File: config.mk
export PLATFORM = sky130hd
export DESIGN_NAME = btc_enc
export DESIGN_NICKNAME = d
export VERILOG_FILES = /design/src/btc_pkg.sv /design/src/btc_enc_source.sv /design/src/btc_frame_buffer.sv /design/src/btc_enc_engine.sv /design/src/btc_enc_sink.sv /design/src/btc_enc.sv
export SDC_FILE = /design/constraint.sdc
export NUM_CORES = 1
export LEC_CHECK = 0
export BUFFER_PORTS_ARGS = -buffer_cell sky130_fd_sc_hd__buf_2
export CELL_PAD_IN_SITES_DETAIL_PLACEMENT = 1
export CELL_PAD_IN_SITES_GLOBAL_PLACEMENT = 1
export CORE_MARGIN = 2
export CORE_UTILIZATION = 45
export CTS_CLUSTER_DIAMETER = 200
export DETAILED_ROUTE_END_ITERATION = 7
export GPL_ROUTABILITY_DRIVEN = 0
export PLACE_DENSITY_LB_ADDON = 0.1
export SETUP_SLACK_MARGIN = 0.5
export SLEW_MARGIN = 10
export SYNTH_ARGS = -nofsm -noshare
export SYNTH_HDL_FRONTEND = slang
export SYNTH_SLANG_ARGS = --single-unit
File: constraint.sdc
create_clock -name iclk -period 3.95 [get_ports iclk]
set_input_delay 0 -clock iclk [delete_from_list [all_inputs] [get_ports iclk]]
set_output_delay 0 -clock iclk [all_outputs]
set_load 0.01 [all_outputs]
File: src/btc_pkg.sv
// shared types, sizes and mode helpers for the product-code encoder, imported by every block
package btc_pkg;

  // ------------------------------------------------------------------
  // sizes
  // ------------------------------------------------------------------

  // user tag carried with each frame
  localparam int TAG_W = 8;
  // bit address inside one bank, 81 coded bits max
  localparam int BUF_ADDR_W = 7;
  localparam int BUF_DEPTH = 2 ** BUF_ADDR_W;
  // largest row or column info length
  localparam int K_MAX = 8;
  // row/column counters, must hold K_MAX itself
  localparam int CNT_W = $clog2(K_MAX) + 1;

  // ------------------------------------------------------------------
  // enums
  // ------------------------------------------------------------------

  // spc component code, 4 or 8 info bits plus one parity
  typedef enum logic {
    cm_spc4,
    cm_spc8
  } btc_code_mode_t;

  typedef enum logic [1:0] {
    eng_idle,
    eng_rows,
    eng_colpar,
    eng_done
  } btc_eng_state_t;

  // ------------------------------------------------------------------
  // bundles
  // ------------------------------------------------------------------

  // xmode sets row length, ymode number of rows
  typedef struct packed {
    btc_code_mode_t   xmode;
    btc_code_mode_t   ymode;
    logic [TAG_W-1:0] tag;
  } btc_frame_hdr_t;

  // one serial output bit with frame marks
  typedef struct packed {
    logic sop;
    logic eop;
    logic dat;
  } btc_stream_t;

  // single-bit write into the owned bank
  typedef struct packed {
    logic                  write;
    logic [BUF_ADDR_W-1:0] addr;
    logic                  dat;
  } btc_buf_wr_t;

  // info bits per row or column for a mode
  function automatic logic [CNT_W-1:0] mode_k(btc_code_mode_t m);
    return (m == cm_spc8) ? CNT_W'(K_MAX) : CNT_W'(K_MAX / 2);
  endfunction

  // kx*ky info bits in a frame
  function automatic logic [BUF_ADDR_W-1:0] info_len(btc_frame_hdr_t h);
    logic [BUF_ADDR_W-1:0] kx;
    logic [BUF_ADDR_W-1:0] ky;
    kx = BUF_ADDR_W'(mode_k(h.xmode));
    ky = BUF_ADDR_W'(mode_k(h.ymode));
    return kx * ky;
  endfunction

  // (kx+1)*(ky+1) coded bits in a frame
  function automatic logic [BUF_ADDR_W-1:0] coded_len(btc_frame_hdr_t h);
    logic [BUF_ADDR_W-1:0] nx;
    logic [BUF_ADDR_W-1:0] ny;
    nx = BUF_ADDR_W'(mode_k(h.xmode)) + 1'b1;
    ny = BUF_ADDR_W'(mode_k(h.ymode)) + 1'b1;
    return nx * ny;
  endfunction

endpackage

File: src/btc_enc_source.sv
// serial info-bit input stage, writes each frame row-major into the input ping-pong buffer
`timescale 1ns/1ps

module btc_enc_source (
  input  logic                    iclk,
  input  logic                    rst_n,
  input  logic                    ival,
  input  logic                    isop,
  input  logic                    idat,
  input  btc_pkg::btc_frame_hdr_t ihdr,
  input  logic                    wfree,
  output logic                    ordy,
  output logic                    obusy,
  output btc_pkg::btc_buf_wr_t    wr,
  output logic                    wdone,
  output btc_pkg::btc_frame_hdr_t whdr
);
  import btc_pkg::*;

  logic                  in_frame;
  logic [BUF_ADDR_W-1:0] bit_cnt;
  logic [BUF_ADDR_W-1:0] cnt_cur;
  btc_frame_hdr_t        hdr_q;
  btc_frame_hdr_t        cur_hdr;
  logic                  acc;
  logic                  start;
  logic                  take;
  logic                  last;
  logic                  wr_en;
  logic [BUF_ADDR_W-1:0] wr_addr;
  logic                  wr_dat;

  // open between frames only with a free bank
  // and not while the finished bank is being handed over
  assign ordy    = in_frame | (wfree & ~wdone);
  assign obusy   = in_frame;
  assign acc     = ival & ordy;
  // bits outside a frame without sop are dropped
  assign start   = acc & isop & ~in_frame;
  assign take    = start | (acc & in_frame);
  // header is live on the sop bit itself
  assign cur_hdr = start ? ihdr : hdr_q;
  assign cnt_cur = start ? '0 : bit_cnt;
  assign last    = take & (cnt_cur == info_len(cur_hdr) - 1'b1);

  always_ff @(posedge iclk) begin
    if (!rst_n) begin
      in_frame <= 1'b0;
      bit_cnt  <= '0;
      wr_en    <= 1'b0;
      wdone    <= 1'b0;
    end else begin
      wr_en <= take;
      // hand over one cycle after the last bit, with its write
      wdone <= last;
      if (take) begin
        in_frame <= ~last;
        bit_cnt  <= cnt_cur + 1'b1;
      end
    end
  end

  // write payload and frame header
  always_ff @(posedge iclk) begin
    if (take) begin
      wr_addr <= cnt_cur;
      wr_dat  <= idat;
    end
    if (start) begin
      hdr_q <= ihdr;
    end
  end

  assign wr   = '{write: wr_en, addr: wr_addr, dat: wr_dat};
  assign whdr = hdr_q;

endmodule

File: src/btc_frame_buffer.sv
// two-bank ping-pong bit memory with per-bank header, instanced as input and output buffer
`timescale 1ns/1ps

module btc_frame_buffer (
  input  logic                              iclk,
  input  logic                              rst_n,
  input  btc_pkg::btc_buf_wr_t              wr,
  input  logic                              wdone,
  input  btc_pkg::btc_frame_hdr_t           whdr,
  input  logic [btc_pkg::BUF_ADDR_W-1:0]    raddr,
  input  logic                              rdone,
  output logic                              wfree,
  output logic                              rfull,
  output logic                              rdat,
  output btc_pkg::btc_frame_hdr_t           rhdr
);
  import btc_pkg::*;

  // ------------------------------------------------------------------
  // storage
  // ------------------------------------------------------------------

  // bank select is the top address bit
  logic           mem [2*BUF_DEPTH];
  btc_frame_hdr_t hdr_mem [2];

  // ------------------------------------------------------------------
  // bank control
  // ------------------------------------------------------------------

  logic [1:0] full;
  logic       wptr;
  logic       rptr;

  // writer owns wptr bank while it is empty
  assign wfree = ~full[wptr];
  // reader owns rptr bank while it is full
  assign rfull = full[rptr];
  assign rhdr  = hdr_mem[rptr];

  always_ff @(posedge iclk) begin
    if (!rst_n) begin
      full <= '0;
      wptr <= 1'b0;
      rptr <= 1'b0;
    end else begin
      // write side hands its bank over
      if (wdone) begin
        full[wptr] <= 1'b1;
        wptr       <= ~wptr;
      end
      // read side gives its bank back
      if (rdone) begin
        full[rptr] <= 1'b0;
        rptr       <= ~rptr;
      end
    end
  end

  // ------------------------------------------------------------------
  // data path
  // ------------------------------------------------------------------

  always_ff @(posedge iclk) begin
    if (wr.write) begin
      mem[{wptr, wr.addr}] <= wr.dat;
    end
    // header travels with the bank
    if (wdone) begin
      hdr_mem[wptr] <= whdr;
    end
  end

  // registered read, one cycle latency
  always_ff @(posedge iclk) begin
    rdat <= mem[{rptr, raddr}];
  end

endmodule

File: src/btc_enc_engine.sv
// spc product encoder core, reads one info frame and writes the parity-extended coded frame
`timescale 1ns/1ps

module btc_enc_engine (
  input  logic                              iclk,
  input  logic                              rst_n,
  input  logic                              rfull,
  input  logic                              rdat,
  input  btc_pkg::btc_frame_hdr_t           rhdr,
  input  logic                              wfree,
  output logic [btc_pkg::BUF_ADDR_W-1:0]    raddr,
  output logic                              rdone,
  output btc_pkg::btc_buf_wr_t              wr,
  output logic                              wdone,
  output btc_pkg::btc_frame_hdr_t           whdr
);
  import btc_pkg::*;

  btc_eng_state_t        state;
  btc_frame_hdr_t        hdr_q;
  logic [CNT_W-1:0]      kx;
  logic [CNT_W-1:0]      ky;
  logic [CNT_W-1:0]      row;
  logic [CNT_W-1:0]      col;
  logic [BUF_ADDR_W-1:0] rd_cnt;
  logic [BUF_ADDR_W-1:0] oa;
  logic                  row_end;
  logic                  s_vld;
  logic                  s_colph;
  logic [CNT_W-1:0]      s_col;
  logic                  rowpar;
  logic [K_MAX-1:0]      colpar;
  logic                  bit_out;

  assign kx      = mode_k(hdr_q.xmode);
  assign ky      = mode_k(hdr_q.ymode);
  // slot kx of a row is its parity slot, no read issued
  assign row_end = (col == kx);

  // ------------------------------------------------------------------
  // slot sequencer
  // ------------------------------------------------------------------

  // one slot per coded bit in output order, so the write address
  // row*(kx+1)+col is a plain running count
  always_ff @(posedge iclk) begin
    if (!rst_n) begin
      state  <= eng_idle;
      row    <= '0;
      col    <= '0;
      rd_cnt <= '0;
      s_vld  <= 1'b0;
      oa     <= '0;
    end else begin
      s_vld <= (state == eng_rows) | (state == eng_colpar);
      if (state == eng_idle) begin
        oa <= '0;
      end else if (s_vld) begin
        oa <= oa + 1'b1;
      end
      case (state)
        eng_idle: begin
          row    <= '0;
          col    <= '0;
          rd_cnt <= '0;
          // wait for a full info bank and a free coded bank
          if (rfull & wfree) begin
            state <= eng_rows;
          end
        end
        eng_rows: begin
          if (!row_end) begin
            rd_cnt <= rd_cnt + 1'b1;
          end
          if (row_end) begin
            col <= '0;
            row <= row + 1'b1;
            if (row == ky - 1'b1) begin
              state <= eng_colpar;
            end
          end else begin
            col <= col + 1'b1;
          end
        end
        eng_colpar: begin
          // column parities, corner in the last slot
          if (row_end) begin
            state <= eng_done;
          end else begin
            col <= col + 1'b1;
          end
        end
        default: begin
          // corner is written this cycle, both banks handed on
          state <= eng_idle;
        end
      endcase
    end
  end

  // slot tag follows the read by one cycle
  always_ff @(posedge iclk) begin
    s_colph <= (state == eng_colpar);
    s_col   <= col;
    if ((state == eng_idle) && rfull && wfree) begin
      hdr_q <= rhdr;
    end
  end

  // ------------------------------------------------------------------
  // parity and write stage
  // ------------------------------------------------------------------

  always_comb begin
    bit_out = rdat;
    if (s_colph) begin
      // corner is the parity of all column parities
      bit_out = (s_col == kx) ? ^colpar : colpar[s_col[CNT_W-2:0]];
    end else if (s_col == kx) begin
      bit_out = rowpar;
    end
  end

  always_ff @(posedge iclk) begin
    if (state == eng_idle) begin
      rowpar <= 1'b0;
      colpar <= '0;
    end else if (s_vld && !s_colph) begin
      if (s_col == kx) begin
        // row closed, restart row parity
        rowpar <= 1'b0;
      end else begin
        rowpar                    <= rowpar ^ rdat;
        colpar[s_col[CNT_W-2:0]]  <= colpar[s_col[CNT_W-2:0]] ^ rdat;
      end
    end
  end

  assign raddr = rd_cnt;
  assign wr    = '{write: s_vld, addr: oa, dat: bit_out};
  assign whdr  = hdr_q;
  assign wdone = (state == eng_done);
  assign rdone = (state == eng_done);

endmodule

File: src/btc_enc_sink.sv
// serial output stage, streams each coded frame from the output buffer on consumer request
`timescale 1ns/1ps

module btc_enc_sink (
  input  logic                              iclk,
  input  logic                              rst_n,
  input  logic                              rfull,
  input  logic                              rdat,
  input  btc_pkg::btc_frame_hdr_t           rhdr,
  input  logic                              ireq,
  output logic [btc_pkg::BUF_ADDR_W-1:0]    raddr,
  output logic                              rdone,
  output logic                              oval,
  output btc_pkg::btc_stream_t              ostrm,
  output btc_pkg::btc_frame_hdr_t           ohdr
);
  import btc_pkg::*;

  logic [BUF_ADDR_W-1:0] ra;
  logic [BUF_ADDR_W-1:0] len;
  logic                  rd;
  logic                  last;
  logic                  sop_q;
  logic                  eop_q;

  // coded length of the frame in the read bank
  assign len   = coded_len(rhdr);
  // one read per requested cycle while a frame is pending
  assign rd    = ireq & rfull;
  assign last  = (ra == len - 1'b1);
  // bank freed with its last read, rdat is already captured then
  assign rdone = rd & last;
  assign raddr = ra;

  // ------------------------------------------------------------------
  // read counter and frame marks
  // ------------------------------------------------------------------

  always_ff @(posedge iclk) begin
    if (!rst_n) begin
      ra    <= '0;
      oval  <= 1'b0;
      sop_q <= 1'b0;
      eop_q <= 1'b0;
    end else begin
      // marks line up with the registered read
      oval  <= rd;
      sop_q <= rd & (ra == '0);
      eop_q <= rd & last;
      if (rd) begin
        ra <= last ? '0 : ra + 1'b1;
      end
    end
  end

  // header sampled before the bank pointer moves on
  always_ff @(posedge iclk) begin
    if (rd) begin
      ohdr <= rhdr;
    end
  end

  assign ostrm = '{sop: sop_q, eop: eop_q, dat: rdat};

endmodule

File: src/btc_enc.sv
// encoder top level, chains source, input buffer, engine, output buffer and sink
`timescale 1ns/1ps

module btc_enc (
  input  logic                    iclk,
  input  logic                    rst_n,
  input  logic                    ival,
  input  logic                    isop,
  input  logic                    idat,
  input  btc_pkg::btc_frame_hdr_t ihdr,
  input  logic                    ireq,
  output logic                    ordy,
  output logic                    obusy,
  output logic                    oval,
  output btc_pkg::btc_stream_t    ostrm,
  output btc_pkg::btc_frame_hdr_t ohdr
);
  import btc_pkg::*;

  // ------------------------------------------------------------------
  // buffer nets
  // ------------------------------------------------------------------

  // source to input buffer to engine
  btc_buf_wr_t           ib_wr;
  logic                  ib_wdone;
  btc_frame_hdr_t        ib_whdr;
  logic                  ib_wfree;
  logic                  ib_rfull;
  logic                  ib_rdat;
  btc_frame_hdr_t        ib_rhdr;
  logic [BUF_ADDR_W-1:0] ib_raddr;
  logic                  ib_rdone;
  // engine to output buffer to sink
  btc_buf_wr_t           ob_wr;
  logic                  ob_wdone;
  btc_frame_hdr_t        ob_whdr;
  logic                  ob_wfree;
  logic                  ob_rfull;
  logic                  ob_rdat;
  btc_frame_hdr_t        ob_rhdr;
  logic [BUF_ADDR_W-1:0] ob_raddr;
  logic                  ob_rdone;

  // ------------------------------------------------------------------
  // chain
  // ------------------------------------------------------------------

  btc_enc_source source (
    .iclk  (iclk),
    .rst_n (rst_n),
    .ival  (ival),
    .isop  (isop),
    .idat  (idat),
    .ihdr  (ihdr),
    .wfree (ib_wfree),
    .ordy  (ordy),
    .obusy (obusy),
    .wr    (ib_wr),
    .wdone (ib_wdone),
    .whdr  (ib_whdr)
  );

  btc_frame_buffer ibuf (
    .iclk  (iclk),
    .rst_n (rst_n),
    .wr    (ib_wr),
    .wdone (ib_wdone),
    .whdr  (ib_whdr),
    .raddr (ib_raddr),
    .rdone (ib_rdone),
    .wfree (ib_wfree),
    .rfull (ib_rfull),
    .rdat  (ib_rdat),
    .rhdr  (ib_rhdr)
  );

  btc_enc_engine engine (
    .iclk  (iclk),
    .rst_n (rst_n),
    .rfull (ib_rfull),
    .rdat  (ib_rdat),
    .rhdr  (ib_rhdr),
    .wfree (ob_wfree),
    .raddr (ib_raddr),
    .rdone (ib_rdone),
    .wr    (ob_wr),
    .wdone (ob_wdone),
    .whdr  (ob_whdr)
  );

  btc_frame_buffer obuf (
    .iclk  (iclk),
    .rst_n (rst_n),
    .wr    (ob_wr),
    .wdone (ob_wdone),
    .whdr  (ob_whdr),
    .raddr (ob_raddr),
    .rdone (ob_rdone),
    .wfree (ob_wfree),
    .rfull (ob_rfull),
    .rdat  (ob_rdat),
    .rhdr  (ob_rhdr)
  );

  btc_enc_sink sink (
    .iclk  (iclk),
    .rst_n (rst_n),
    .rfull (ob_rfull),
    .rdat  (ob_rdat),
    .rhdr  (ob_rhdr),
    .ireq  (ireq),
    .raddr (ob_raddr),
    .rdone (ob_rdone),
    .oval  (oval),
    .ostrm (ostrm),
    .ohdr  (ohdr)
  );

endmodule

==> flow_summary.rst <==
.. list-table::
   :header-rows: 1

   * - Metric
     - Value
   * - Result of the run
     - completed
   * - Fraction of final layout cells with drive strength greater than 1
     - between 10% and 20%
   * - Area growth from synthesis to layout
     - 11.7%
   * - Highest net fanout along the worst path
     - 19
   * - CTS tree
     - done
   * - Worst slack on hold paths
     - roughly 0.12 ns
   * - Leading cell type in the layout, fill and taps excluded
     - edfxtp_1
   * - First-pass GRT wire length
     - between 100000 and 150000 um
   * - Post-detailed-routing wire length
     - approximately 70000 um
   * - Vias per cell
     - 5.60
   * - P per Cell Area
     - about 470 nW/um^2
   * - Maximum number of pins on one net before global-route repair
     - 257
   * - Clock Power Share
     - 43.4%
   * - Post-synthesis sequential element count
     - 660
   * - Required time at the endpoint of the critical path
     - 4.41 ns
   * - Worst-skew pair later-pin latency
     - 0.61 ns
   * - Share of the clock period used by the worst path
     - roughly 82%
   * - Number of antenna-violating nets in the routed design
     - 0
   * - Fraction of registers with async set/reset
     - 0%
   * - Part of the power in registers
     - between 50% and 60%
   * - Count of unique library cells instantiated by Yosys
     - between 60 and 70
   * - Dpl cells
     - 2855
   * - Total nets after synthesis
     - between 2000 and 2500
   * - Count of synthesis-stage warnings from yosys
     - 0
   * - Clock Pin Slew Worst Setup and Hold Paths
     - around 0.060 ns
   * - Buffers added on ports
     - 31
   * - Max-capacitance violation count
     - 0
   * - Synthesized area per cell
     - about 14 um^2
   * - Wire per inst
     - 23.3 um
   * - Post-synthesis instance area
     - between 20000 and 30000 um^2
   * - Combined global-route utilization of all metal layers
     - a little over a fifth
   * - Total core area
     - approximately 63000 um^2
   * - Number of global-route vias before repair
     - about 18000
   * - Peak supply drop
     - ~0.30 mV
   * - Skew final
     - around 0.031 ns
   * - Top FF cell, synth
     - edfxtp_1
   * - Net Switching
     - 3.20 mW
   * - Classification of the worst setup path
     - reg -> reg
   * - Proportion of synthesized chip area in sequential cells
     - roughly two thirds
   * - Leakage power of the design
     - 9.43 nW
   * - P_int
     - roughly 12 mW
   * - Via count
     - ~17000
   * - Post-route minimum period
     - around 3.3 ns
   * - Clk sinks
     - 660
   * - Count of mapped cells out of synthesis
     - between 2000 and 2500
   * - Number of core rows
     - 92
   * - Detailed-route DRC error count
     - 0
   * - Num CTS Buffers
     - 73
   * - Type of the most critical hold path
     - in -> reg
   * - Count of cells resized by post-cts repair
     - 0
   * - Finish-stage setup viols
     - 0
   * - HPWL after detailed placement
     - around 43000 um
   * - Post-layout net count
     - 2134
   * - Worst relative slew slack
     - approximately 18%
   * - Post-route core utilization
     - around half
   * - Initial antenna violation count
     - 1
   * - Number of primary I/O pins
     - 32
   * - EDFF count, synth
     - ~600
   * - Clock root buffer master
     - clkbuf_16
   * - Transition time at the pin with the least slew margin
     - between 1 and 1.5 ns
   * - Relative contribution of combinational cells to total power
     - around 4.4%
   * - Vertical extent of the die
     - 255 um
   * - Diodes inserted
     - 0
   * - Kind of capture point of the worst setup path
     - flop
   * - Die area
     - approximately 65000 um^2
   * - Drt first-iter violations
     - ~1100
   * - Detailed Routing Iterations Pass 1
     - 5
   * - Unrepaired setup endpoints after global routing
     - false
   * - Setup Total Neg Slack
     - 0 ns
   * - Net switching share of the total power
     - about 21%
   * - Hold Vio Cnt, Final
     - 0
   * - Width of the die
     - 255 um
   * - Highest achievable clock rate
     - ~310 MHz
   * - Initial cell density of the core
     - between 40 and 50%
   * - Buffers from clock root to sink, at most
     - 3
   * - Commonest cells after routing, fill and taps aside
     - edfxtp_1 (588), nor2_1 (574), mux4_2 (104)
   * - Overflow left after global routing
     - 0
   * - Critical path startpoint category
     - flop
   * - H-tree levels
     - 3
   * - Layout Cells excl Fill
     - ~3000
   * - Max-slew violation total from the final report
     - 0
   * - Arrival time at the worst endpoint
     - around 3.7 ns
## per-stage QoR
| stage | setup slack (ns) | power [mW] | cell area, um^2 |
|---|---|---|---|
| 2_1_floorplan | -0.0957 | 8.37 | 28400 |
| 3_3_place_gp | 0.828 | 8.58 | 29300 |
| 3_5_place_dp | 0.793 | 8.60 | 29300 |
| 4_1_cts | 0.771 | 15.1 | 31700 |
| 5_1_grt | 0.567 | 15.4 | 31700 |
| 6_report | 0.692 | 15.0 | 31700 |
## critical path, cell delays in order (launching register included)
cell	delay, ns
dfxtp_1	0.95
nand3b_1	0.61
o22ai_1	0.19
a2111oi_0	0.56
nor2_1	0.14
a311oi_1	0.52
a22oi_1	0.13
## routing by layer
layer	part of all wire (%)	global-route usage [%]	up-vias
met1	41	26.8	8687
met3	4.3	3.84	110
met4	2.5	6.42	0
li1	-	-	7657
met5	0	0	-
met2	52	39.3	338
## Yosys cell counts (9+ instances only)
master,instances,share of area (%)
mux2_2,30,1.2
a21oi_1,31,0.55
buf_2,23,0.41
buf_4,13,0.34
edfxtp_1,588,62
clkbuf_1,100,1.3
mux4_2,104,8.2
nor2_1,574,7.6
nand3b_1,9,0.24
ha_1,18,0.79
and2_1,14,0.31
inv_1,27,0.36
nand3_1,42,0.74
nor2b_1,21,0.46
nand2_1,97,1.3
xnor2_1,21,0.65
o21ai_0,29,0.51
nand4_1,11,0.24
xor2_1,14,0.43
mux2i_1,76,2.7
o22ai_1,20,0.44
dfxtp_1,72,5.1
nor3_1,32,0.56
a22oi_1,20,0.53
## final timing paths
kind,to,cells after the start,slack (ns),startpoint
min reg2reg,engine.s_col[3]$_DFF_P_,0,0.40,engine.col[3]$_SDFFE_PN0P_
max reg2reg,ibuf.rdat$_DFF_P_,6,0.69,engine.raddr[3]$_SDFFE_PN0P_
min,source.whdr[2]$_DFFE_PP_,2,0.12,ihdr[2]
max,ibuf.rdat$_DFF_P_,6,0.69,engine.raddr[3]$_SDFFE_PN0P_
## power groups by stage
| stage | sequential [mW] | combinational, mW | clock (mW) |
|---|---|---|---|
| after floorplan | 7.92 | 0.451 | 0 |
| after global placement | 7.95 | 0.630 | 0 |
| after detailed placement | 7.95 | 0.651 | 0 |
| after CTS | 7.81 | 0.668 | 6.65 |
| after global routing | 7.81 | 0.720 | 6.91 |
| final | 7.81 | 0.656 | 6.50 |
## logic make-up (layout without fill, tap and decap cells)
| family | after synthesis | after routing | share of synthesized area (%) |
|---|---|---|---|
| AO/OA/AOI/OAI | 156 | 156 | 3.65 |
| XOR/XNOR | 35 | 35 | 1.08 |
| adder cells (fa/ha/maj) | 18 | 18 | 0.793 |
| buffers and inverters | 175 | 236 | 2.63 |
| flip-flops | 660 | 660 | 67.3 |
| multiplexers | 212 | 212 | 12.2 |
| AND/OR/NAND/NOR | 838 | 838 | 12.4 |
## sequential cells by signal (all words and copies together), names as in the netlist, 2 cells and up, named ones only
register / count
source.wr_addr: 7
engine.row: 4
engine.whdr: 10
engine.raddr: 7
sink.raddr: 7
obuf.hdr_mem: 20
ibuf.mem: 256
ibuf.full: 2
ibuf.hdr_mem: 20
sink.ohdr: 10
source.whdr: 10
obuf.mem: 256
engine.state: 2
obuf.full: 2
engine.col: 4
engine.oa: 7
engine.colpar: 8
source.bit_cnt: 7
engine.s_col: 4
## what timing repair did
item | 4_1_cts | 5_1_grt
hold buffers | 16 | 0
endpoints found under the hold margin | 40 | 0
buffers inserted | 0 | 0
## layout make-up
cell class / instances / area, um^2
fillers: 6207 / 31000
flip-flops and latches: 660 / 19100
multi-input cells: 1259 / 8560
clock buffers: 99 / 2040
well taps: 846 / 1060
repair buffers: 75 / 601
clock inverters: 31 / 236
inverters: 31 / 121
No activity file was read; power rests on OpenSTA's default activity.
